--- config.mk ---
export PLATFORM = sky130hd
export DESIGN_NAME = bus_decode
export DESIGN_NICKNAME = d
export VERILOG_FILES = /design/src/source/fdc_card_pkg.sv /design/src/source/bus_decode.sv
export SDC_FILE = /design/constraint.sdc
export NUM_CORES = 1
export LEC_CHECK = 0
export BUFFER_PORTS_ARGS = -buffer_cell sky130_fd_sc_hd__buf_2
export CAP_MARGIN = 30
export CORE_UTILIZATION = 27
export CTS_BUF_LIST = sky130_fd_sc_hd__clkbuf_8
export CTS_CLUSTER_DIAMETER = 60
export CTS_CLUSTER_SIZE = 8
export DETAILED_ROUTE_END_ITERATION = 12
export PLACE_DENSITY = 0.95
export RECOVER_POWER = 25
export SLEW_MARGIN = 5
export SYNTH_ARGS = -nofsm -noshare
export SYNTH_HDL_FRONTEND = slang
export SYNTH_SLANG_ARGS = --single-unit
--- constraint.sdc ---
create_clock -name clk -period 4.9 [get_ports clk]
set_input_delay 0.98 -clock clk [delete_from_list [all_inputs] [get_ports clk]]
set_output_delay 0.98 -clock clk [all_outputs]
set_load 0.01 [all_outputs]
--- src/source/fdc_card_pkg.sv ---
`default_nettype none

package fdc_card_pkg;

   // CPU side
   typedef logic [15:0] cpu_addr_t;
   typedef logic [7:0]  byte_t;

   // service port, bit 13 low selects the ROM
   typedef logic [13:0] sp_addr_t;

   typedef logic [12:0] rom_addr_t;   // 8 KiB DSR image
   typedef logic [7:0]  buf_pos_t;    // 256-byte sector
   typedef logic [2:0]  drive_vec_t;  // drive 1 in bit 0

   // window compare values, a_i is LSB-first
   localparam logic [7:0]  CRU_BASE = 8'h11;    // a_i[15:8]
   localparam logic [11:0] FDC_PAGE = 12'h5FF;  // a_i[15:4]
   localparam logic [2:0]  DSR_PAGE = 3'b010;   // a_i[15:13]

   // service handshake FSM
   typedef enum logic [1:0] {
      sp_idle,
      sp_busy,
      sp_done
   } sp_state_t;

endpackage

`default_nettype wire

--- src/source/bus_decode.sv ---
`timescale 1ns/1ps
`default_nettype none

module bus_decode (
   input  logic                    clk,
   input  logic                    clk_3mhz_en_i,
   input  fdc_card_pkg::cpu_addr_t a_i,
   input  fdc_card_pkg::byte_t     d_i,
   input  logic                    memen_i,
   input  logic                    we_i,
   input  logic                    page_en_i,
   input  logic                    wait_en_i,
   input  logic                    motor_on_i,
   input  logic                    fdc_drq_i,
   input  logic                    fdc_intrq_i,
   input  fdc_card_pkg::byte_t     fdc_dout_i,
   input  fdc_card_pkg::byte_t     rom_q_i,
   output logic                    cru_select_o,
   output logic                    q_select_o,
   output logic                    dsr_read_o,
   output fdc_card_pkg::rom_addr_t rom_addr_o,
   output logic                    fdc_cs_o,
   output logic                    fdc_re_o,
   output logic                    fdc_we_o,
   output logic [1:0]              fdc_a_o,
   output fdc_card_pkg::byte_t     fdc_din_o,
   output fdc_card_pkg::byte_t     q_o,
   output logic                    ready_o
);

   import fdc_card_pkg::*;

   logic fdc_win;
   logic wait_done;

   assign cru_select_o = (a_i[15:8] == CRU_BASE);
   assign q_select_o   = page_en_i && (a_i[15:13] == DSR_PAGE);
   assign dsr_read_o   = q_select_o && memen_i && !we_i;
   assign rom_addr_o   = a_i[12:0];

   // controller registers, reads and writes at separate addresses
   assign fdc_win   = (a_i[15:4] == FDC_PAGE);
   assign fdc_cs_o  = page_en_i && memen_i && fdc_win;
   assign fdc_re_o  = fdc_cs_o && !a_i[0] && !a_i[3] && !we_i;
   assign fdc_we_o  = fdc_cs_o && !a_i[0] && a_i[3] && we_i;
   assign fdc_a_o   = {a_i[2], a_i[1]};
   assign fdc_din_o = ~d_i;   // controller bus is inverted

   assign q_o = fdc_win ? ~fdc_dout_i : rom_q_i;

   // CPU waits until the controller has something to say
   always_ff @(posedge clk) begin
      if (!fdc_cs_o) begin
         wait_done <= 1'b0;
      end else if (clk_3mhz_en_i && (fdc_drq_i || fdc_intrq_i || !motor_on_i)) begin
         wait_done <= 1'b1;
      end
   end

   assign ready_o = !fdc_cs_o || !wait_en_i || wait_done;

endmodule

`default_nettype wire

Word-level counts from Yosys, hierarchy flattened. Cells that the tools add are included.

Bits of input ports: 49. Word-level logic and storage cells: 28. Flip-flop bits (word level): 1. Output and inout port bits: 38.

Muxes and demuxes: 1. Reductions and logical operators: 21. Equality and inequality tests: 3. Bitwise operators: 2.

Operators by type and width (number): inverter 8 bit (2); equality test 12 x 11 -> 1 bit, second input constant (1); logical AND 1 bit (11); equality test 8 x 5 -> 1 bit, second input constant (1); 2-to-1 mux 8 bit (1); zero test 1 bit (6); logical OR 1 bit (4); equality test 3 x 2 -> 1 bit, second input constant (1).

Depth between registers and ports, before layout.
Depth after elaboration: 5. Gate-level depth with buffers: 4.

Worst setup path before layout. Ideal clock, no wire load.

Path type: input port to output port. Start: input port a_i[13]. End: output port q_o[0]. Path buffers: 1. Stages: 4. Path slack: 1802 ps. Arrival: 2118 ps. Cells stage by stage: or3b_4 -> nor4_4 -> buf_6 -> mux2i_1.

Cells in the longest elaborated chain, start to end: 2.

RTL lines: start: declaration (RTL line bus_decode.sv:7) `input fdc_card_pkg::cpu_addr_t a_i,`; equality test 12 x 11 -> 1 bit (RTL line bus_decode.sv:42) `assign fdc_win = (a_i[15:4] == FDC_PAGE);`; 2-to-1 mux 8 bit (RTL line bus_decode.sv:49) `assign q_o = fdc_win ? ~fdc_dout_i : rom_q_i;`; end: declaration (RTL line bus_decode.sv:27) `output fdc_card_pkg::byte_t q_o,`.

No other way between the ends.

Worst setup path in the final report.
Start: input port a_i[13]. End: output port fdc_we_o.

Cells in the longest elaborated chain, start to end: 5.

RTL lines: equality test 12 x 11 -> 1 bit (RTL line bus_decode.sv:42); logical AND 1 bit (RTL line bus_decode.sv:43) `assign fdc_cs_o = page_en_i && memen_i && fdc_win;`; logical AND 1 bit (3 in a row) (RTL line bus_decode.sv:45) `assign fdc_we_o = fdc_cs_o && !a_i[0] && a_i[3] && we_i;`; end: declaration (RTL line bus_decode.sv:24) `output logic fdc_we_o,`.

No other way between the ends.

==> impl_results.md <==
* Max Freq at between 200 and 300 MHz
* Die W at 42.4 um
* Commonest cells after routing, fill and taps aside: buf_2, inv_1, mux2i_1, clkbuf_1
* Reg2reg start: wait_done$_SDFFE_PN0P_
* Largest register FFs at 1
* FF+latch count, synth at 1
* Crit path top cell by count: buf_2
* Post-cts hold buffer count at 0
* # DRC at 0
* Largest net degree at the start of global routing at 14
* Synthesized area at 442 um2
* Clk slew on worst S/H paths at 0 ns
* Fin. max-slew vios at 0
* Max-slew headroom at 0.442
* Status: completed
* GPL Wtd Cong at 0.723
* Setup bufs post-CTS at 0
* Worst-skew pair later-pin latency at 0 ns
* DP Wirelength at 1.14 mm
* FF-to-FF End: wait_done$_SDFFE_PN0P_
* Syn_area_per_cell at 7.12 um2
* Vias per cell at 4.39
* Wire per inst at slightly below 9 um
* CP required at a little under 4 ns
* Final Cycle Share at 0.744
* Vias in the first global route at 490
* Initial drt markers at 0
* Crit path DAT at 2.66 ns
* Min-delay worst type: reg -> reg
* Flop2flop setup slack at 4.28 ns
* Syn Inst Count at 62
* R2R cell count at 2
* Worst vdd ir at 0.0000318 V
* Final setup TNS at 0 ns
* Layout Nets at 177
* Crit-path leading delay family: simple AND/OR/NAND/NOR gates
* CP Cell Sequence: buf_2 > or3b_4 > nor4_4 > and4_2 > buf_2
* Total Power at around 54 uW
* Port Buf Inserts at 80
* DR vias at 623
* Pre-antenna DRT Iters at 1
* Diodes inserted at 0
* CP max stage delay at 0.71 ns
* CP Capture Type: output pin
* Core area at 1520 um2
* Netlist cell types at 21
* Syn. warnings at 0
* # IOs at 87
* Largest reg by FF count: wait_done
* Initial core utilization at 0.290
* HP Start: wait_done$_SDFFE_PN0P_
* Worst slew pin tran at 0.830 ns
* FILL cells at 160
* Congestion Overflow GR at 0
* Die height at approximately 42 um
* Hold Path Stages at 2
* Sequential fraction of the synthesis area at 0.0453
* Hold EP: wait_done$_SDFFE_PN0P_
* PwrDens at about 74 nW/um2
* Crit-path max FO at 13
* LEAKAGE at 0.471 nW
* WS Path Type: in -> out
* Setup crit start kind: input pin
* Leading cell type in the layout, fill and taps excluded: buf_2
* Endpoints failing hold at 0
* Share of cells above drive strength 1 at 0.651
* Clock period minus worst slack at 3.64 ns
* # resized after CTS at 0
* Total wire length at between 1 and 1.5 mm
* MaxCap Viol Count at 0
* Post-route ant nets at 0
* P&R area growth vs syn at 65.7%
* RSZ-0062 raised after global routing: no
* Final Skew at 0 ns
* Die ar. at 1800 um2
* Cell row count at 14
* Wire length of the first global-routing pass at 1.75 mm
* Crit path buf inv count at 2
* Biggest regs: wait_done (1)
* Crit-path slowest cell: nor4_4
* Final setup violation count at 0
* Synth Net Count at 111
* Tot GR Track Use at 0.117
* Antenna violations before repair at 0
[stage by stage]
stage | utilization | instance area [um2] | worst slack [ns] | hold slack, ns | instances
global route | 0.480 | 732 | 1.13 | 0.576 | 142
floorplan | - | 442 | 1.80 | 0.526 | 62
finish | 0.480 | 732 | 1.26 | 0.554 | 142
global placement | 0.484 | 738 | 1.23 | 0.539 | 142
CTS | 0.484 | 738 | 1.21 | 0.560 | 142
detailed placement | 0.484 | 738 | 1.23 | 0.553 | 142
[worst reg2reg max path, delay by kind of cell (launching register included)]
kind,cells,cell delay [ns]
flip-flops,1,0.29
AO/OA/AOI/OAI,1,0.15
AND/OR/NAND/NOR,1,0.06
[power by group]
part	internal [mW]	switching, mW
sequential	0.00831	0.000000187
combinational	0.0244	0.0214
clock	0	0
total	0.0327	0.0214
[cell usage after synthesis]
library cell | instances | area (um2)
nand4_1 | 2 | 12.5
buf_4 | 15 | 113
dfxtp_1 | 1 | 20.0
or3b_4 | 1 | 11.3
or4_1 | 1 | 7.51
nand3_1 | 1 | 5.00
nand2_1 | 2 | 7.51
inv_1 | 17 | 63.8
a21oi_1 | 1 | 5.00
and3_2 | 1 | 7.51
buf_6 | 1 | 11.3
nor3_1 | 2 | 10.0
nor4_1 | 1 | 6.26
nor4_4 | 1 | 21.3
nor2_1 | 1 | 3.75
nor2b_1 | 1 | 6.26
and3b_1 | 1 | 8.76
or3b_2 | 1 | 8.76
mux2i_1 | 8 | 80.1
and4_2 | 2 | 20.0
nor3b_2 | 1 | 12.5
[worst max path at each step]
stage                       start        to  slack, ns  depth (start not counted)
after floorplan           a_i[13]    q_o[0]       1.80                          4
after global placement    a_i[13]  fdc_we_o       1.23                          5
after detailed placement  a_i[13]  fdc_we_o       1.23                          5
after CTS                 a_i[13]  fdc_we_o       1.21                          5
after global routing      a_i[13]  fdc_re_o       1.13                          5
final                     a_i[13]  fdc_we_o       1.26                          5
[final cells by class]
class | count | area [um2] | share of cell area
Multi-Input combinational cell | 28 | 234 | 0.320
Tap cell | 16 | 20.0 | 0.0274
Inverter | 17 | 63.8 | 0.0872
Timing Repair Buffer | 80 | 394 | 0.538
Sequential cell | 1 | 20.0 | 0.0274
[routing by layer]
metal	up-vias	part of all wire	GRT usage
met2	47	0.56	0.295
met5	-	0	0
met4	0	0	0
li1	312	-	-
met3	0	0.12	0.00431
met1	264	0.31	0.0925
[cell families after synthesis]
logic type             count (synthesis)  synth area share
DFF                                    1            0.0453
and+or+nand+nor                       19             0.337
AOI/OAI and AO/OA                      1            0.0113
muxes                                  8             0.181
buffers and inverters                 33             0.425
(Power assumes the default switching activity.)
