==> src/source/fdc_card_pkg.sv <==
`default_nettype none

package fdc_card_pkg;

   // CPU side
   typedef logic [15:0] cpu_addr_t;
   typedef logic [7:0]  byte_t;

   // service port, bit 13 low selects the ROM
   typedef logic [13:0] sp_addr_t;

   typedef logic [12:0] rom_addr_t;   // 8 KiB DSR image
   typedef logic [7:0]  buf_pos_t;    // 256-byte sector
   typedef logic [2:0]  drive_vec_t;  // drive 1 in bit 0

   // window compare values, a_i is LSB-first
   localparam logic [7:0]  CRU_BASE = 8'h11;    // a_i[15:8]
   localparam logic [11:0] FDC_PAGE = 12'h5FF;  // a_i[15:4]
   localparam logic [2:0]  DSR_PAGE = 3'b010;   // a_i[15:13]

   // service handshake FSM
   typedef enum logic [1:0] {
      sp_idle,
      sp_busy,
      sp_done
   } sp_state_t;

endpackage

`default_nettype wire

==> src/source/service_regs.sv <==
`timescale 1ns/1ps
`default_nettype none

module service_regs (
   input  logic                     clk,
   input  logic                     reset,
   input  logic                     sp_req_i,
   input  logic                     sp_we_i,
   input  fdc_card_pkg::sp_addr_t   sp_addr_i,
   input  fdc_card_pkg::byte_t      sp_wdata_i,
   input  fdc_card_pkg::byte_t      rom_q_i,
   input  logic                     rom_busy_i,
   input  fdc_card_pkg::byte_t      buf_q_i,
   input  logic                     buf_busy_i,
   input  fdc_card_pkg::drive_vec_t drive_sel_i,
   input  logic                     side_i,
   input  logic [5:0]               drv_track_i,
   input  fdc_card_pkg::byte_t      fdc_sector_i,
   input  fdc_card_pkg::byte_t      fdc_cmd_i,
   input  logic                     xfer_read_strobe_i,
   input  logic                     xfer_write_strobe_i,
   output logic                     sp_ack_o,
   output fdc_card_pkg::byte_t      sp_rdata_o,
   output logic                     rom_rd_o,
   output logic                     rom_wr_o,
   output logic                     buf_rd_o,
   output logic                     buf_wr_o,
   output fdc_card_pkg::drive_vec_t img_mounted_o,
   output fdc_card_pkg::drive_vec_t img_wp_o,
   output fdc_card_pkg::drive_vec_t img_strobe_o,
   output logic                     img_ds_o,
   output logic                     img_dd_o,
   output logic [4:0]               img_sps_o,
   output logic                     wprt_o
);

   import fdc_card_pkg::*;

   sp_state_t  state;
   logic       rom_sel;
   logic       buf_sel;
   logic       reg_sel;
   logic       go;       // access cycle
   logic       stall;
   logic       reg_wr;
   byte_t      reg_q;
   drive_vec_t img_rd;
   drive_vec_t img_wr;
   logic       xfer_ack;

   assign rom_sel = !sp_addr_i[13];
   assign buf_sel = (sp_addr_i[13:12] == 2'b10);
   assign reg_sel = (sp_addr_i[13:12] == 2'b11);

   assign go       = (state == sp_busy);
   assign stall    = (rom_sel && rom_busy_i) || (buf_sel && buf_busy_i);
   assign rom_rd_o = go && rom_sel && !sp_we_i;
   assign rom_wr_o = go && rom_sel && sp_we_i;
   assign buf_rd_o = go && buf_sel && !sp_we_i;
   assign buf_wr_o = go && buf_sel && sp_we_i;
   assign reg_wr   = go && reg_sel && sp_we_i;

   // four-phase handshake, busy memory repeats the strobe
   always_ff @(posedge clk) begin
      if (reset) begin
         state    <= sp_idle;
         sp_ack_o <= 1'b0;
      end else begin
         case (state)
            sp_idle: if (sp_req_i) state <= sp_busy;
            sp_busy: if (!stall) state <= sp_done;
            default: begin
               if (!sp_ack_o) begin
                  sp_ack_o <= 1'b1;
               end else if (!sp_req_i) begin
                  sp_ack_o <= 1'b0;
                  state    <= sp_idle;
               end
            end
         endcase
      end
   end

   // memory read data lands the cycle after the strobe
   always_ff @(posedge clk) begin
      if (state == sp_done && !sp_ack_o) begin
         sp_rdata_o <= rom_sel ? rom_q_i : (buf_sel ? buf_q_i : reg_q);
      end
   end

   always_ff @(posedge clk) begin
      if (reset) begin
         img_mounted_o <= '0;
         img_wp_o      <= '0;
         img_strobe_o  <= '0;
         img_ds_o      <= 1'b0;
         img_dd_o      <= 1'b0;
         img_sps_o     <= '0;
         img_rd        <= '0;
         img_wr        <= '0;
         xfer_ack      <= 1'b0;
      end else begin
         img_strobe_o <= '0;
         if (xfer_read_strobe_i) img_rd <= drive_sel_i;
         if (xfer_write_strobe_i) img_wr <= drive_sel_i;
         if (reg_wr) begin
            case (sp_addr_i[3:0])
               4'd0: begin
                  img_strobe_o  <= img_mounted_o ^ sp_wdata_i[6:4];  // changed images
                  img_mounted_o <= sp_wdata_i[6:4];
                  img_wp_o      <= sp_wdata_i[2:0];
               end
               4'd2: begin
                  xfer_ack <= sp_wdata_i[0];
                  if (sp_wdata_i[0] && !xfer_ack) begin
                     img_rd <= '0;
                     img_wr <= '0;
                  end
               end
               4'd3: begin
                  img_ds_o  <= sp_wdata_i[7];
                  img_dd_o  <= sp_wdata_i[6];
                  img_sps_o <= sp_wdata_i[4:0];
               end
               default: ;
            endcase
         end
      end
   end

   always_comb begin
      case (sp_addr_i[3:0])
         4'd0:    reg_q = {1'b0, img_mounted_o, 1'b0, img_wp_o};
         4'd1:    reg_q = {1'b0, img_rd, 1'b0, img_wr};
         4'd2:    reg_q = {7'b0, xfer_ack};
         4'd3:    reg_q = {img_ds_o, img_dd_o, 1'b0, img_sps_o};
         4'd4:    reg_q = {1'b0, drv_track_i, side_i};
         4'd5:    reg_q = fdc_sector_i;
         4'd6:    reg_q = fdc_cmd_i;
         default: reg_q = '0;
      endcase
   end

   assign wprt_o = |(img_wp_o & drive_sel_i);

endmodule

`default_nettype wire

==> config.mk <==
export PLATFORM = sky130hd
export DESIGN_NAME = service_regs
export DESIGN_NICKNAME = d
export VERILOG_FILES = /design/src/source/fdc_card_pkg.sv /design/src/source/service_regs.sv
export SDC_FILE = /design/constraint.sdc
export NUM_CORES = 1
export LEC_CHECK = 0
export BUFFER_PORTS_ARGS = -buffer_cell sky130_fd_sc_hd__buf_2
export CAP_MARGIN = 15
export CORE_ASPECT_RATIO = 1.5
export CORE_MARGIN = 5
export CORE_UTILIZATION = 40
export DETAILED_ROUTE_END_ITERATION = 6
export PLACE_DENSITY = 0.86
export REMOVE_ABC_BUFFERS = 1
export SYNTH_ARGS = -nofsm -noshare
export SYNTH_HDL_FRONTEND = slang
export SYNTH_SLANG_ARGS = --single-unit
==> constraint.sdc <==
create_clock -name clk -period 1.4 [get_ports clk]
set_input_delay 0 -clock clk [delete_from_list [all_inputs] [get_ports clk]]
set_output_delay 0 -clock clk [all_outputs]
set_load 0.01 [all_outputs]
==> Word level (Yosys, flattened, before mapping) <==
Index checks and enable logic that the tools add are counted.
{ "totals": {"register_bits": 34, "latchBits": 0, "ramBits": 0, "mem_bits_ro": 0, "in_bits": 72, "out_inout_bits": 30, "memories": 0} }
{ "op_classes": {"add_sub_neg": 0, "multipliers": 0, "div_mod_pow": 0, "n_lt_le_gt_ge": 0, "eq_ne": 13, "n_shift": 0, "n_mux": 18, "n_bitwise": 4, "reduce_logical": 27} }
{ "op_table": {"columns": ["cell", "count"], "rows": [
  ["one-hot mux 8 bit (7 select lines)", 1],
  ["two-way mux 3 bit", 8],
  ["two-way mux 8 bit", 2],
  ["equality test 4 x 3 -> 1 bit, second input constant", 3],
  ["logical AND 1 bit", 12],
  ["equality test 4 x 2 -> 1 bit, second input constant", 2],
  ["two-way mux 2 bit", 4],
  ["equality test 2 bit, second input constant", 3],
  ["AND reduction 2 bit", 3],
  ["OR reduction 3 bit", 2],
  ["equality test 4 x 1 -> 1 bit, second input constant", 1],
  ["logical NOT 1 bit", 4],
  ["logical NOT 4 bit", 1],
  ["inequality test 2 bit, second input constant", 2],
  ["one-hot mux 2 bit (2 select lines)", 1],
  ["AND reduction 4 bit", 1],
  ["bitwise AND 3 bit", 1],
  ["inequality test 3 x 1 -> 1 bit, second input constant", 1],
  ["nonzero test 3 bit", 1],
  ["bitwise XOR 3 bit", 1],
  ["equality test 2 x 1 -> 1 bit, second input constant", 1],
  ["logical NOT 2 bit", 1],
  ["two-way mux 1 bit", 2],
  ["inverter 1 bit", 2],
  ["other kinds (2)", 2]
]} }

==> Depth between registers and ports, before layout <==
{ "logic_depth": {"word_depth": 5, "mapped_depth": 7, "ltp_nobuf": 4} }

==> Worst setup path after synthesis <==
OpenSTA, ideal clock, no wires.
{ "synth_path": {"kind": "reg-to-reg", "start": "register state[1]", "end": "register img_dd_o", "setup_ps": 128, "t_arrival_ps": 1362, "required_ps": 1272, "path_slack_ps": -90, "path_stages_with_launch": 5, "path_buffers": 0, "cell_sequence": "dfxtp_1 -> nand3b_1 -> nor4_4 -> mux2i_1 -> nor2_1"} }
{ "synth_between": {"elab_chain_len": 4} }
{ "synth_lines": {"columns": ["item", "line_no", "text"], "rows": [
  ["start, declared", "service_regs.sv:39", "sp_state_t state;"],
  ["start signal, assigned", "service_regs.sv:66", "state <= sp_idle;"],
  ["start signal, assigned", "service_regs.sv:70", "sp_idle: if (sp_req_i) state <= sp_busy;"],
  ["start signal, assigned", "service_regs.sv:71", "sp_busy: if (!stall) state <= sp_done;"],
  ["equality test 2 x 1 -> 1 bit", "service_regs.sv:55", "assign go = (state == sp_busy);"],
  ["logical AND 1 bit (2 in series)", "service_regs.sv:61", "assign reg_wr = go && reg_sel && sp_we_i;"],
  ["AND reduction 2 bit (no source line)", null, null],
  ["end signal, assigned", "service_regs.sv:122", "img_dd_o <= sp_wdata_i[6];"],
  ["end, declared", "service_regs.sv:32", "output logic img_dd_o,"]
]} }
Every way passes these cells.
A chain may end at the register's enable or synchronous reset.

==> Worst setup path in the final report <==
{ "layout_path": {"start": "register img_mounted_o[1]", "end": "register sp_rdata_o[5] (data pin)"} }
{ "layout_between": {"elab_chain_len": 3} }
{ "layout_lines": {"columns": ["item", "line_no", "text"], "rows": [
  ["start, declared", "service_regs.sv:28", "output fdc_card_pkg::drive_vec_t img_mounted_o,"],
  ["start signal, assigned", "service_regs.sv:110", "img_mounted_o <= sp_wdata_i[6:4];"],
  ["one-hot mux 8 bit (7 select lines)", "service_regs.sv:132", "case (sp_addr_i[3:0])"],
  ["two-way mux 8 bit (2 in series)", "service_regs.sv:87", "sp_rdata_o <= rom_sel ? rom_q_i : (buf_sel ? buf_q_i : reg_q);"],
  ["end signal, assigned", "service_regs.sv:87", null],
  ["end, declared", "service_regs.sv:23", "output fdc_card_pkg::byte_t sp_rdata_o,"]
]} }
Every way passes these cells.

==> key figures <==
Synthesis
  – Post-synth top area share: 28.1%
  – Async SR Flop Fraction: 0%
  – Post-synthesis sequential element count: 34
  – Area leader, netlist: dfxtp_1
  – Share of the yosys chip area belonging to registers: about two fifths
  – Cell variety after synth: 43
  – Yosys warns: 0
  – Netlist Area Pre-Place: 0.00186 mm²
  – Most common cell in the netlist: mux2i_1
  – Syn Area/Cell: around 10 µm²
  – Synth Instances: approximately 190
  – Most frequent cells after synthesis: mux2i_1, dfxtp_1, nor2_1
  – Post-synth top flop: dfxtp_1
  – EDFF count, synth: 8
  – Main area contributors after synthesis: dfxtp_1, mux2i_1, edfxtp_1

Finish
  – Fin area: between 0.002 and 0.003 mm²
  – Nets@finish: 380
  – Share of cells above drive strength 1: 45.3%
  – Area growth, synth to finish: 48.5%
  – Post-Layout Cell Count: around 360
  – Fill count: 384
  – Ant. Diodes: 0

Drt
  – DR iter-0 viols: 52
  – Drt wl/cell: about 17 µm
  – Post-route ant nets: 0
  – Vias/cell: approximately 5.5
  – Number of remaining DRC errors: 0
  – Final WL: between 5 and 6 mm
  – Vias: around 2.0k
  – Drt first pass iters: 4

Worst setup path
  – Critical path type: flop to flop
  – CP Cell Sequence: mux4_2 > a32oi_1 > nor2_1 > a221o_1
  – Worst path bufs/invs: 0
  – Slowest cell delay on critical path: approximately 0.46 ns
  – Crit. End Element: flop
  – CP max FO: 2
  – WP data required: 1.44 ns
  – CP startpoint kind: flop
  – Worst EP arrival: ~1.6 ns
  – CP max-delay cell: mux4_2
  – Cell class contributing the biggest share of worst-path delay: multiplexers

Timing
  – F_max: about 660 MHz
  – Final hold viol count: 0
  – Slew HR: 68.1%
  – Unrepaired setup endpoints after global routing: true
  – Fin crit share: 108%
  – Crit path time final: ~1.5 ns
  – Final setup fails: 2
  – Worst-margin pin slew: about 0.48 ns
  – Fin Hold WS: between 0.005 and 0.006 ns
  – Pins Over Slew Limit: 0
  – Post-route setup slack: -0.111 ns
  – Final setup skew: approximately 0.0010 ns

Power and ir drop
  – Maximum vdd drop: approximately 0.00052 V
  – Overall Power: 2.36 mW
  – PD cells: about 860 mW/mm²
  – Leak Pwr: about 1.2 nW

Flow run
  – Max-cap violations: 0

Global route
  – M3 GR Usage: between 4 and 5%
  – Vias in the first global route: 1964
  – Overall overflow remaining after global route: 0
  – GRT Util Overall: between 10% and 20%
  – GRT met1 Usage: 20.9%
  – First-pass GRT wire length: approximately 9.1 mm
  – Grt met2 use: 34.0%
  – Initial antenna violation count: 0
  – Largest net degree at the start of global routing: 25
  – Busiest grt layer: met2

Status
  – Status: complete, but fails checks
  – Failing checks: setup timing

Die
  – Die Y: a little over 90 µm
  – Full die area: between 0.006 and 0.007 mm²
  – Core Rows: 30
  – DIE WIDTH: 65.6 µm
  – Starting Density: just over 40%
  – IO Count: around 100
  – Core ar.: 0.00450 mm²

Worst hold path
  – Worst min path class: primary input to flop

CTS
  – Root buffer cell: clkbuf_8
  – CTS tree: yes
  – Worst-Skew Late Latency: a little under 0.3 ns
  – Reg clk slew, reported paths: around 0.070 ns
  – H-Tree Depth: 2
  – TritonCTS buffer count: 5
  – CTS Buffer Depth: 2
  – Sink Count: 34

Placement
  – Port bufs: slightly above 90
  – Routability cong.: between 0.9 and 1
  – HPWL Detailed: between 4 and 5 mm
  – Placed Cells: 340
  – Worst slack, placed: -0.106 ns
  – Area after DPL: between 0.002 and 0.0025 mm²
==> what timing repair did <==
item	in CTS	in global routing
endpoints found under the setup margin	7	19
resized for setup	2	14
hold buffers	8	0
endpoints found under the hold margin	11	0
setup buffers	0	1
pin swaps	0	4
==> sequential cells by signal, summed over array words and instances, names as in the netlist <==
| register | flops |
|---|---|
| img_dd_o | 1 |
| img_ds_o | 1 |
| img_mounted_o | 3 |
| img_rd | 3 |
| img_sps_o | 5 |
| img_strobe_o | 3 |
| img_wp_o | 3 |
| img_wr | 3 |
| sp_ack_o | 1 |
| sp_rdata_o | 8 |
| state | 2 |
| xfer_ack | 1 |
==> routing by layer <==
metal | vias up | wire length, µm | share of wire (%)
li1 | 954 | - | -
met2 | 84 | 2980 | 50
met4 | 0 | 249 | 4.2
met3 | 19 | 407 | 6.9
met5 | - | 0 | 0
met1 | 900 | 2280 | 39
==> where the power goes <==
part,total [mW],internal [mW],switching (mW),leakage [nW]
clock network,0.863,0.508,0.355,0.0566
registers,1.06,1.04,0.0138,0.286
logic,0.441,0.222,0.218,0.906
==> placed cells by master, fill, tap and decap left out, types with 2 or more instances in the layout <==
cell,synthesis,final
a21oi_1,4,3
a221o_1,2,2
a22o_1,2,2
a22oi_1,8,8
a2bb2oi_1,2,2
a31oi_1,2,2
a32oi_1,4,4
buf_2,7,93
buf_4,0,19
buf_6,0,3
clkbuf_8,0,6
dfxtp_1,26,24
dfxtp_2,0,2
dlygate4sd3_1,0,8
edfxtp_1,8,8
inv_1,2,2
mux2i_1,30,29
nand2_1,3,3
nand2b_1,6,6
nand3_1,2,2
nand3b_1,2,2
nor2_1,25,25
nor2b_1,5,5
nor3_1,9,3
nor3_2,0,6
nor3b_1,2,2
nor4_4,2,3
o21ai_0,6,6
o22ai_1,4,4
xnor2_1,3,3
==> logic make-up (layout without fill, tap and decap cells) <==
group | after synthesis | count (layout) | share of synthesized area [%]
simple gates | 67 | 67 | 21.1
mux | 32 | 32 | 18.0
flops | 34 | 34 | 41.0
xor+xnor | 3 | 3 | 1.42
buf+inv | 14 | 134 | 3.30
compound gates | 39 | 39 | 15.2
==> worst register-to-register path: cells and delay by family, from the launching register on <==
| family | cells | cell delay (ns) |
|---|---|---|
| simple gates | 1 | 0.06 |
| compound gates | 2 | 0.42 |
| mux | 1 | 0.46 |
| flops | 1 | 0.33 |
==> per-stage QoR <==
stage | setup TNS [ns] | utilization (%)
after floorplan | -1.42 | -
after global routing | -0.753 | 61.2
after CTS | -0.116 | 59.7
after global placement | -0.267 | 55.3
after detailed placement | -0.507 | 55.3
final | -0.115 | 61.2
==> final cells by class <==
| cell class | count | area (µm²) | share of cell area (%) |
|---|---|---|---|
| multi-input combinational | 141 | 1090 | 39.5 |
| sequential | 34 | 763 | 27.7 |
| timing repair buffer | 123 | 722 | 26.2 |
| clock buffer | 8 | 111 | 4.04 |
| tap | 48 | 60.1 | 2.18 |
| inverter | 3 | 11.3 | 0.409 |
==> path summary, 6_finish.rpt <==
check	depth (start not counted)	startpoint	to	slack, ns
max	4	img_mounted_o[1]$_SDFFE_PP0N_	sp_rdata_o[5]$_DFFE_PP_	-0.11
max reg2reg	4	img_mounted_o[1]$_SDFFE_PP0N_	sp_rdata_o[5]$_DFFE_PP_	-0.11
min	3	buf_q_i[3]	sp_rdata_o[3]$_DFFE_PP_	0.005
min reg2reg	2	img_sps_o[1]$_SDFFE_PP0P_	img_sps_o[1]$_SDFFE_PP0P_	0.51
Note: power is estimated with default switching activity, not from simulation.
