[config.mk]
export PLATFORM = sky130hd
export DESIGN_NAME = cru_control
export DESIGN_NICKNAME = d
export VERILOG_FILES = /design/src/source/fdc_card_pkg.sv /design/src/source/cru_control.sv
export SDC_FILE = /design/constraint.sdc
export NUM_CORES = 1
export LEC_CHECK = 0
export BUFFER_PORTS_ARGS = -buffer_cell sky130_fd_sc_hd__clkbuf_2
export CAP_MARGIN = 0
export CORE_MARGIN = 2
export CORE_UTILIZATION = 45
export CTS_CLUSTER_DIAMETER = 100
export DETAILED_ROUTE_END_ITERATION = 16
export PLACE_DENSITY = 0.66
export SYNTH_ARGS = -nofsm -noshare
export SYNTH_HDL_FRONTEND = slang
export SYNTH_SLANG_ARGS = --single-unit
[constraint.sdc]
create_clock -name clk -period 4.7 [get_ports clk]
set_input_delay 0.705 -clock clk [delete_from_list [all_inputs] [get_ports clk]]
set_output_delay 0.705 -clock clk [all_outputs]
set_load 0.05 [all_outputs]
[src/source/fdc_card_pkg.sv]
`default_nettype none

package fdc_card_pkg;

   // CPU side
   typedef logic [15:0] cpu_addr_t;
   typedef logic [7:0]  byte_t;

   // service port, bit 13 low selects the ROM
   typedef logic [13:0] sp_addr_t;

   typedef logic [12:0] rom_addr_t;   // 8 KiB DSR image
   typedef logic [7:0]  buf_pos_t;    // 256-byte sector
   typedef logic [2:0]  drive_vec_t;  // drive 1 in bit 0

   // window compare values, a_i is LSB-first
   localparam logic [7:0]  CRU_BASE = 8'h11;    // a_i[15:8]
   localparam logic [11:0] FDC_PAGE = 12'h5FF;  // a_i[15:4]
   localparam logic [2:0]  DSR_PAGE = 3'b010;   // a_i[15:13]

   // service handshake FSM
   typedef enum logic [1:0] {
      sp_idle,
      sp_busy,
      sp_done
   } sp_state_t;

endpackage

`default_nettype wire

[src/source/cru_control.sv]
`timescale 1ns/1ps
`default_nettype none

module cru_control #(
   parameter int unsigned MOTOR_TICKS = 9421362
) (
   input  logic                     clk,
   input  logic                     reset,
   input  logic                     clk_3mhz_en_i,
   input  fdc_card_pkg::cpu_addr_t  a_i,
   input  logic                     cruclk_i,
   input  logic                     fdc_hld_i,
   input  logic                     cru_select_i,
   output logic                     page_en_o,
   output logic                     wait_en_o,
   output logic                     hlt_o,
   output logic                     side_o,
   output fdc_card_pkg::drive_vec_t drive_sel_o,
   output logic                     motor_on_o,
   output logic                     cruin_o
);

   localparam int CNT_W = $clog2(MOTOR_TICKS + 1);

   logic [7:0]       cru_q;      // one latch per CRU index
   logic             trig_prev;
   logic             trig_edge;
   logic [CNT_W-1:0] count;      // remaining enable ticks

   // bit index in a_i[3:1], data in a_i[0]
   always_ff @(posedge clk) begin
      if (reset) begin
         cru_q <= '0;
      end else if (cruclk_i && cru_select_i) begin
         cru_q[a_i[3:1]] <= a_i[0];
      end
   end

   assign page_en_o   = cru_q[0];
   assign wait_en_o   = cru_q[2];
   assign hlt_o       = cru_q[3];
   assign side_o      = cru_q[7];
   assign drive_sel_o = cru_q[6:4] & {3{motor_on_o}};  // selects need the motor
   assign trig_edge   = cru_q[1] & ~trig_prev;

   // motor one-shot, retriggerable
   always_ff @(posedge clk) begin
      if (reset) begin
         motor_on_o <= 1'b0;
         trig_prev  <= 1'b0;
         count      <= '0;
      end else begin
         trig_prev <= cru_q[1];
         if (trig_edge) begin
            motor_on_o <= 1'b1;
            count      <= CNT_W'(MOTOR_TICKS);
         end else if (motor_on_o && clk_3mhz_en_i) begin
            if (count != '0) begin
               count <= count - 1'b1;
            end else begin
               motor_on_o <= 1'b0;  // expired
            end
         end
      end
   end

   always_comb begin
      case (a_i[3:1])
         3'd0:    cruin_o = fdc_hld_i;
         3'd1:    cruin_o = drive_sel_o[0];
         3'd2:    cruin_o = drive_sel_o[1];
         3'd3:    cruin_o = drive_sel_o[2];
         3'd4:    cruin_o = ~motor_on_o;
         3'd5:    cruin_o = 1'b0;
         3'd6:    cruin_o = 1'b1;
         default: cruin_o = side_o;
      endcase
   end

endmodule

`default_nettype wire

# Word level (Yosys, flattened, before mapping)
# Cells that the tools add are included.
[classes] eq_ne=7 bitwise_logic=4 muxes=10 n_addsub=1 magnitude_cmp=2 reduce_logical=11
[ops] op="24-bit two-way mux" n=3
[ops] op="24-bit nonzero test" n=1
[ops] op="24-bit by 1-bit subtractor with 24-bit output (second input constant)" n=1
[ops] op="3-bit equality test (second input constant)" n=3
[ops] op="8-bit bitwise mux" n=1
[ops] op="1-bit case mux with 7 select lines" n=1
[ops] op="3-bit by 2-bit equality test with 1-bit output (second input constant)" n=2
[ops] op="2-bit AND reduction" n=3
[ops] op="3-bit by 4-bit < comparator with 1-bit output (second input constant)" n=1
[ops] op="1-bit two-way mux" n=4
[ops] op="2-bit nonzero test" n=2
[ops] op="3-bit bitwise AND" n=1
[ops] op="1-bit demux with 3-bit select" n=1
[ops] op="3-bit by 1-bit equality test with 1-bit output (second input constant)" n=1
[ops] op="3-bit by 1-bit greater-or-equal comparator with 1-bit output (second input constant)" n=1
[ops] op="1-bit logical AND" n=3
[ops] op="3-bit zero test" n=1
[ops] op="2-bit inequality test (second input constant)" n=1
[ops] op="1-bit NOT" n=2
[ops] op="2-bit OR reduction" n=1
[ops] op="1-bit bitwise AND" n=1
[word_totals] out_inout_bits=9 wordCells=40 reg_bits=34

# Logic depth before layout (Yosys ltp)
# Gate-level depths: netlist of run 1.
[depth] depth_word=5 depth_mapped=8 depth_no_buf=7

# Least setup slack after synthesis of run 1
# OpenSTA, ideal clock, no wires.
[synth_timing] kind="in2out" start="in a_i[2]" end="out cruin_o" arrival_time_ns=1.939 slack_ns=2.056 cell_stages=5 required_time_ns=3.995 cell_sequence="clkbuf_1 -> mux2i_1 -> o22ai_1 -> a21oi_1 -> nor2_1"
[synth_via] elab_chain_len=2 word_cells_on_any_way=8
[synth_rtl] item="from (decl)" line="cru_control.sv:10" source="input fdc_card_pkg::cpu_addr_t a_i,"
[synth_rtl] item="3-bit equality test (tied with other cells)" line="cru_control.sv:68" source="case (a_i[3:1])"
[synth_rtl] item="1-bit case mux with 7 select lines (*)" line="cru_control.sv:68"
[synth_rtl] item="to (decl)" line="cru_control.sv:20" source="output logic cruin_o"
# Every way passes the cells marked *; elsewhere a longest branch is shown, timed or not.

# Worst setup path after layout of run 1
[layout_timing] start="reg count[18]" end="reg count[9]"
[layout_via] elab_chain_len=3
[layout_rtl] item="from (decl)" line="cru_control.sv:28" source="logic [CNT_W-1:0] count;"
[layout_rtl] item="from (signal assigned)" line="cru_control.sv:56" source="count <= CNT_W'(MOTOR_TICKS);"
[layout_rtl] item="from (signal assigned)" line="cru_control.sv:59" source="count <= count - 1'b1;"
[layout_rtl] item="24-bit nonzero test" line="cru_control.sv:58" source="if (count != '0) begin"
[layout_rtl] item="2-bit nonzero test (no line)"
[layout_rtl] item="2-bit AND reduction (no line)"
# No other way between the ends.
# A chain may end at the register's enable or synchronous reset.

==> metrics.csv, run 1 <==
metric,value,unit
outcome,completed,
netlist.area_leader.share,37.6,%
rows,23,
post_cts_resized,0,
crit_fanout,11,
route.detailed.drc,0,
start_util,45.9,%
portBuffers,18,
max_cap_viol_count,0,
core,3940,µm²
async_flop_share,0,%
holdBufCountCts,0,
end_kind,flip-flop,
grt_max_degree,23,
post-cts-setup-buffers,0,
routedWlPerCell,12.7,µm
antenna_left,0,
grt_pass1_wl,6130,µm
crit_type,flip-flop to flip-flop,
vdd.ir_drop.worst,0.223,mV
cts_tree,built,
netlist_instances,209,
syn_nets,233,
cts_root_buf,clkbuf_8,
cts_buffers,5,
clk_latency,290,ps
fp.dieArea,4540,µm²
clk_pin_slew_worst_paths,70,ps
vias,1529,
p_total,0.566,mW
synthDistinctLibCells,44,
startpoint_type,flip-flop,
seq_area_frac_synth,37.6,%
dpl_cell_area,1930,µm²
setup_tns,0,ps
cts_sinks,34,
viasPerCell,5.52,
num_io_pins,31,
fmax,419,MHz
drv_slew,0,
setup_viol,0,
synth_edf_count,0,
fin_crit,2390,ps
die_y,67.4,µm
drive_above_1_share,17.2,%
powerDensity,281,nW/µm²
synthMostInstantiatedCell,dfxtp_1,
gp_congestion,0.790,
cp.arrival,2530,ps
dpl.hpwl,2470,µm
die_w,67.4,µm
cts_buffer_depth,2,
syn_area,1810,µm²
drt-initial-drc-count,44,
ys_ff_latch,34,
period_share,50.8,%
slew-limit-headroom,51.3,%
tightestPinTransition,727,ps
synth_common_cells,"dfxtp_1 (34), nor2_1 (24), a21oi_1 (21)",
dr.pass1.iters,4,
skew,6.59,ps
fin_nets,250,
yosys-top-cells-area,"dfxtp_1 (38%), a21oi_1 (5.8%), nor2_1 (5.0%)",
synth_top_area_cell,dfxtp_1,
avgSynthCellArea,8.66,µm²
grt_pass1_vias,1427,
grt_overflow_total,0,
antenna_found_initial,0,
hold_violations,0,
synth_warnings,0,
synth-main-ff-cell,dfxtp_1,
track_usage,17.9,%
min_path_type,flip-flop to flip-flop,
required,4840,ps
syn_to_final_growth,11.5,%
htree_levels,2,
final_area,2020,µm²
routed_wirelength,3530,µm
p_leak,0.722,nW
antenna_cells,0,
grt_setup_unrepaired,no,
path summary, 6_finish.rpt:
path         slack [ps]        to       from  cells past startpoint
max                2310  count[9]  count[18]                      5
min                 480  cru_q[3]   cru_q[3]                      2
max reg2reg        2310  count[9]  count[18]                      5
min reg2reg         480  cru_q[3]   cru_q[3]                      2
metal layers:
| layer | share of wire [%] | vias to the layer above | global-route usage (%) |
|---|---|---|---|
| met5 | 0 | - | 0 |
| met4 | 1.2 | 0 | 6.12 |
| met3 | 2.9 | 7 | 4.83 |
| met2 | 48 | 14 | 30.8 |
| met1 | 47 | 713 | 21.5 |
| li1 | - | 795 | - |
critical path, stage by stage, from the launching register on:
cell      delay, ps
dfxtp_1         350
nor3_1          540
nand4_2         380
o211ai_1        710
or4_1           200
a31oi_1          70
final cells by class:
class	instances	area (µm²)
timing repair buffer	18	90.1
fill	362	1920
sequential	34	681
multi-input combinational	163	1080
clock inverter	1	5.00
clock buffer	7	86.3
tap	50	62.6
inverter	4	15.0
state kept, by name, indices dropped and copies added, names as in the netlist:
signal      cells
motor_on_o      1
count          24
cru_q           8
trig_prev       1
metrics by stage:
step | hold WS, ps | instances | util (%) | setup slack [ps]
after floorplan | 457 | 209 | - | 2060
after detailed placement | 476 | 269 | 48.9 | 2290
final | 485 | 277 | 51.2 | 2310
after CTS | 489 | 277 | 51.2 | 2290
after global routing | 509 | 277 | 51.2 | 2010
after global placement | 464 | 269 | 48.9 | 2310
cell families after synthesis:
group                      Yosys count  share of synthesized area [%]
buffers and inverters               12                           2.77
xor gates and xnor gates            15                           7.26
and+or+nand+nor                     93                           32.6
DFF                                 34                           37.6
adders and majority gates            2                           1.38
AOI/OAI and AO/OA                   49                           16.0
muxes                                4                           2.28
cells in the final DEF, fill, tap and decap left out, types with 4 or more instances in the layout:
cell and n:
o21ai_0 10, o211ai_1 5, or4_1 5, a21oi_1 21
clkbuf_2 18, clkbuf_8 6, nor2_1 24, or3_1 5
xnor2_1 10, o31ai_1 5, nor3_1 8, nand2_1 11
xor2_1 5, nand2b_1 6, and2_1 5, dfxtp_1 34
inv_1 4
power breakdown:
part,switching [mW],internal (mW)
combinational,0.0355,0.0174
sequential,0.00286,0.291
clock,0.102,0.118
total,0.140,0.426
(Power assumes the default switching activity.)
==> run 2, diff against run 1 <==
- ABC_AREA: default -> 1
- PLACE_DENSITY: 0.66 -> 0.68
- clock period: 4.7 -> 2.11 ns (I/O delays scaled with it)
==> metrics.csv, run 2 <==
metric,value,unit,change
fin_nets,382,,was 250
top_regs,"count: 24 flops, cru_q: 8 flops",,unchanged
min_path_type,input pin to flip-flop,,was flip-flop to flip-flop
async_flop_share,0,%,unchanged
met2WireLength,2100,µm,was 1710 µm
cts_root_buf,clkbuf_8,,unchanged
wl_met1,2200,µm,was 1670 µm
die_w,72.2,µm,was 67.4 µm
drv_slew,0,,unchanged
gp_congestion,0.830,,was 0.790
slew-limit-headroom,73.9,%,was 51.3%
num_io_pins,31,,unchanged
portBuffers,18,,unchanged
hold_violations,0,,unchanged
largest_reg_flops,24,,unchanged
internal-power,1.23,mW,was 0.426 mW
routedWlPerCell,10.9,µm,was 12.7 µm
fin_crit,1730,ps,
cts_buffer_depth,2,,unchanged
startpoint_type,flip-flop,,unchanged
layout_common_cells,"nand2_1 (90), inv_1 (52), nor2_1 (45), dfxtp_1 (33), nand3_1 (29)",,"was dfxtp_1 (34), nor2_1 (24), a21oi_1 (21), clkbuf_2 (18), nand2_1 (11)"
pwr-share-clk,42.9,%,was 38.8%
rows,24,,was 23
setup_viol,0,,unchanged
switching_share,28.9,%,was 24.7%
clk_latency,300,ps,was 290 ps
dpl.hpwl,3270,µm,was 2470 µm
yosys-top-cells-area,"dfxtp_1 (32%), nand2_1 (16%), inv_1 (9.3%)",,"was dfxtp_1 (38%), a21oi_1 (5.8%), nor2_1 (5.0%)"
grt_overflow_total,0,,unchanged
met3WireLength,161,µm,was 101 µm
max_cap_viol_count,0,,unchanged
crit_fanout,7,,was 11
die_y,72.2,µm,was 67.4 µm
fp.dieArea,5220,µm²,was 4540 µm²
routed_wirelength,4490,µm,was 3530 µm
seq_area_frac_synth,32.5,%,was 37.6%
cp.arrival,1410,ps,was 2530 ps
cts_tree,built,,unchanged
htree_levels,2,,unchanged
final_area,2340,µm²,was 2020 µm²
syn_nets,365,,was 233
synth_top_area_cell,dfxtp_1,,unchanged
ys_ff_latch,34,,unchanged
syn_to_final_growth,11.9,%,was 11.5%
crit_type,flip-flop to output pin,,was flip-flop to flip-flop
routed.top_layer,met4,,unchanged
skew,6.32,ps,was 6.59 ps
grt_pass1_vias,1839,,was 1427
syn_area,2090,µm²,was 1810 µm²
post_cts_resized,0,,unchanged
track_usage,19.0,%,was 17.9%
switchingPower,0.502,mW,was 0.140 mW
netlist.area_leader.share,32.5,%,was 37.6%
clk_pin_slew_worst_paths,80,ps,was 70 ps
core,4410,µm²,was 3940 µm²
synth_edf_count,0,,unchanged
tightestPinTransition,390,ps,was 727 ps
p_leak,1.18,nW,was 0.722 nW
antenna_found_initial,0,,unchanged
drt-initial-drc-count,72,,was 44
setup_tns,0,ps,unchanged
end_kind,output pin,,was flip-flop
synthDistinctLibCells,28,,was 44
route.detailed.drc,0,,unchanged
outcome,completed,,unchanged
fillers,443,,was 362
seqPwrFrac,38.4,%,was 51.9%
period_share,81.8,%,
layout_commonest_cell,nand2_1,,was dfxtp_1
p_total,1.74,mW,was 0.566 mW
synth_warnings,0,,unchanged
viasPerCell,4.96,,was 5.52
holdBufCountCts,0,,unchanged
fin_util,53.1,%,was 51.2%
antenna_left,0,,unchanged
synth_common_cells,"nand2_1 (90), inv_1 (52), nor2_1 (45)",,"was dfxtp_1 (34), nor2_1 (24), a21oi_1 (21)"
grt_setup_unrepaired,no,,unchanged
vdd.ir_drop.worst,0.349,mV,was 0.223 mV
antenna_cells,0,,unchanged
powerDensity,741,nW/µm²,was 281 nW/µm²
grt_max_degree,21,,was 23
grt_pass1_wl,7800,µm,was 6130 µm
regMostFlops,count,,unchanged
cts_sinks,34,,unchanged
dr.pass1.iters,4,,unchanged
comb_power_share,18.7,%,was 9.3%
synthMostInstantiatedCell,nand2_1,,was dfxtp_1
post-cts-setup-buffers,0,,unchanged
avgSynthCellArea,6.14,µm²,was 8.66 µm²
synth-main-ff-cell,dfxtp_1,,unchanged
drive_above_1_share,12.0,%,was 17.2%
start_util,47.4,%,was 45.9%
dpl_cell_area,2210,µm²,was 1930 µm²
required,1790,ps,was 4840 ps
cts_buffers,5,,unchanged
netlist_instances,341,,was 209
fmax,580,MHz,
vias,2038,,was 1529
## run 2: cell count changes after synthesis, sizes merged, moves of 6 or more
cell,delta
nor4,-6
inv,+49
nand2,+80
nand4,+7
nand3,+28
nor2,+28
nand2b,-6
xnor2,-9
a21oi,+6
## run 2: path summary, 6_finish.rpt
kind,cells past startpoint,to,startpoint,slack [ps]
max,7,cruin_o,motor_on_o,380
min reg2reg,2,trig_prev,cru_q[1],470
min,3,cru_q[3],a_i[0],360
max reg2reg,10,count[2],count[0],420
## run 2: routing by layer
| layer | track usage, % | up-vias |
|---|---|---|
| met5 | 0 | - |
| met1 | 23.2 | 898 |
| li1 | - | 1103 |
| met3 | 5.00 | 4 |
| met2 | 31.9 | 33 |
| met4 | 6.92 | 0 |
## run 2: area by class of cell
cell class,count,area [µm²],area share (%)
clock buffers,5,68.8,2.93
multi-input cells,243,1150,49.1
inverters,54,203,8.64
clock inverters,3,68.8,2.93
flip-flops and latches,34,682,29.1
repair buffers,20,105,4.48
well taps,52,65.1,2.77
## run 2: logic make-up after synthesis
group	Yosys count	share of synthesized area, %
compound gates	38	10.1
simple gates	195	40.4
xor+xnor	8	3.35
fa+ha+maj	2	1.19
buf+inv	64	12.5
flops	34	32.5
## run 2: power by group through the flow
stage | clock network, mW | logic (mW) | registers, mW
after global placement | 0 | 0.323 | 0.682
after detailed placement | 0 | 0.325 | 0.683
final | 0.745 | 0.325 | 0.668
after CTS | 0.756 | 0.328 | 0.668
after global routing | 0.790 | 0.372 | 0.669
after floorplan | 0 | 0.267 | 0.684
## run 2: worst max-delay path: stages (launching register included)
cell	delay (ps)
dfxtp_2	390
nand2_1	70
inv_1	60
nand2_1	50
a21oi_1	140
nor3_1	70
nand4_1	70
clkbuf_2	270
## run 2: per-stage QoR
step	setup WS, ps	hold WS (ps)	std cells
2_1_floorplan	201	386	341
6_report	384	363	411
3_3_place_gp	436	450	403
4_1_cts	374	356	411
3_5_place_dp	406	460	403
5_1_grt	273	379	411
==> run 3, diff against run 2 <==
- PLACE_DENSITY: 0.68 -> 0.65
- clock period: 2.11 -> 1.78 ns (I/O delays scaled with it)
==> metrics.csv, run 3 (same netlist as run 2, synthesis figures left out) <==
metric,value,unit,change
core,4410,µm²,unchanged
num_io_pins,31,,unchanged
grt_pass1_vias,1864,,was 1839
grt_pass1_wl,8260,µm,was 7800 µm
fmax,614,MHz,
holdBufCountCts,0,,unchanged
dpl.hpwl,3400,µm,was 3270 µm
min_path_type,input pin to flip-flop,,unchanged
die_w,72.2,µm,unchanged
dpl_cell_area,2250,µm²,was 2210 µm²
path_cells,nand2_4 > clkinvlp_4 > nand2_1 > a21oi_1 > nor3_2 > nand4_1 > buf_4,,was nand2_1 > inv_1 > nand2_1 > a21oi_1 > nor3_1 > nand4_1 > clkbuf_2
cts_buffer_depth,2,,unchanged
fin_crit,1630,ps,
drt-initial-drc-count,95,,was 72
crit_type,flip-flop to output pin,,unchanged
cp.arrival,1360,ps,was 1410 ps
outcome,completed,,unchanged
layout_commonest_cell,nand2_1,,unchanged
antenna_cells,0,,unchanged
seqPwrFrac,42.4,%,was 38.4%
powerDensity,783,nW/µm²,was 741 nW/µm²
grt_overflow_total,0,,unchanged
top_regs,"count: 24 flops, cru_q: 8 flops",,unchanged
portBuffers,18,,unchanged
track_usage,19.8,%,was 19.0%
cts_buffers,5,,unchanged
routedWlPerCell,11.3,µm,was 10.9 µm
largest_reg_flops,24,,unchanged
fillers,500,,was 443
final_area,2380,µm²,was 2340 µm²
drive_above_1_share,15.5,%,was 12.0%
route.detailed.drc,0,,unchanged
crit_fanout,7,,unchanged
clk_latency,290,ps,was 300 ps
fp.dieArea,5220,µm²,unchanged
cts_sinks,34,,unchanged
max_cap_viol_count,0,,unchanged
fin_cells,413,,was 411
antenna_left,0,,unchanged
rows,24,,unchanged
vias,2020,,was 2038
antenna_found_initial,0,,unchanged
internal-power,1.30,mW,was 1.23 mW
switchingPower,0.568,mW,was 0.502 mW
grt_setup_unrepaired,no,,unchanged
p_leak,1.20,nW,was 1.18 nW
cts_root_buf,clkbuf_8,,unchanged
dr.pass1.iters,4,,unchanged
period_share,91.5,%,
pwr-share-clk,36.3,%,was 42.9%
drv_slew,0,,unchanged
end_kind,output pin,,unchanged
cpPeakStageDelay,400,ps,was 390 ps
start_util,47.4,%,unchanged
clk_pin_slew_worst_paths,70,ps,was 80 ps
fin_nets,384,,was 382
setup_viol,0,,unchanged
regMostFlops,count,,unchanged
routed_wirelength,4650,µm,was 4490 µm
switching_share,30.4,%,was 28.9%
htree_levels,2,,unchanged
required,1510,ps,was 1790 ps
crit_slowest_cell,dfxtp_4,,was dfxtp_2
startpoint_type,flip-flop,,unchanged
syn_to_final_growth,13.7,%,was 11.9%
skew,5.00,ps,was 6.32 ps
vdd.ir_drop.worst,0.426,mV,was 0.349 mV
slew-limit-headroom,72.5,%,was 73.9%
hold_violations,0,,unchanged
comb_power_share,21.3,%,was 18.7%
die_y,72.2,µm,unchanged
gp_congestion,0.816,,was 0.830
layout_common_cells,"nand2_1 (87), inv_1 (50), nor2_1 (42), dfxtp_1 (33), nand3_1 (29)",,"was nand2_1 (90), inv_1 (52), nor2_1 (45), dfxtp_1 (33), nand3_1 (29)"
tightestPinTransition,413,ps,was 390 ps
placed_cells,405,,was 403
grt_max_degree,21,,unchanged
viasPerCell,4.89,,was 4.96
cts_tree,built,,unchanged
## run 3: per-layer routing
layer,track usage (%),up-vias,routed length (µm)
met4,5.66,0,37
met5,0,-,0
met3,4.17,4,115
li1,-,1105,-
met2,31.4,18,2130
met1,27.3,893,2370
## run 3: repair_timing
action	CTS	global route
gates resized for setup	0	10
buffers inserted	0	0
setup endpoints to repair	0	6
## run 3: worst paths after layout
check	slack, ps	endpoint	startpoint	cells after the start
worst max-delay path	150	cruin_o	motor_on_o	7
worst min-delay path	330	cru_q[4]	a_i[0]	3
worst max register to register	210	count[2]	count[0]	10
worst min register to register	470	trig_prev	cru_q[1]	2
## run 3: stage by stage
step | hold WS [ps] | power, mW | worst slack, ps | util, % | TNS (ps)
2_1_floorplan | 336 | 1.13 | -32.0 | - | -32.0
3_3_place_gp | 447 | 1.19 | 213 | 50.9 | 0
3_5_place_dp | 459 | 1.20 | 185 | 50.9 | 0
4_1_cts | 313 | 1.89 | 29.3 | 53.4 | 0
5_1_grt | 355 | 1.99 | 32.7 | 54.0 | 0
6_report | 329 | 1.87 | 151 | 54.0 | 0
## run 3: layout make-up
cell class / count / area [µm²] / area share, %
well taps: 52 / 65.1 / 2.73
clock buffers: 8 / 110 / 4.62
inverters: 54 / 210 / 8.82
repair buffers: 22 / 123 / 5.15
multi-input cells: 243 / 1190 / 49.9
flip-flops and latches: 34 / 684 / 28.7
## run 3: worst max-delay path, delay by kind of cell, from the launching register on
kind / cells / cell delay, ps
DFF: 1 / 400
AOI/OAI and AO/OA: 1 / 170
buffers and inverters: 2 / 260
and+or+nand+nor: 4 / 250
## run 3: power groups by stage
stage               combinational, mW  sequential, mW  clock [mW]
floorplan                       0.316           0.811           0
global placement                0.386           0.809           0
detailed placement              0.389           0.809           0
CTS                             0.393           0.791       0.705
global route                    0.457           0.793       0.737
finish                          0.398           0.791       0.677
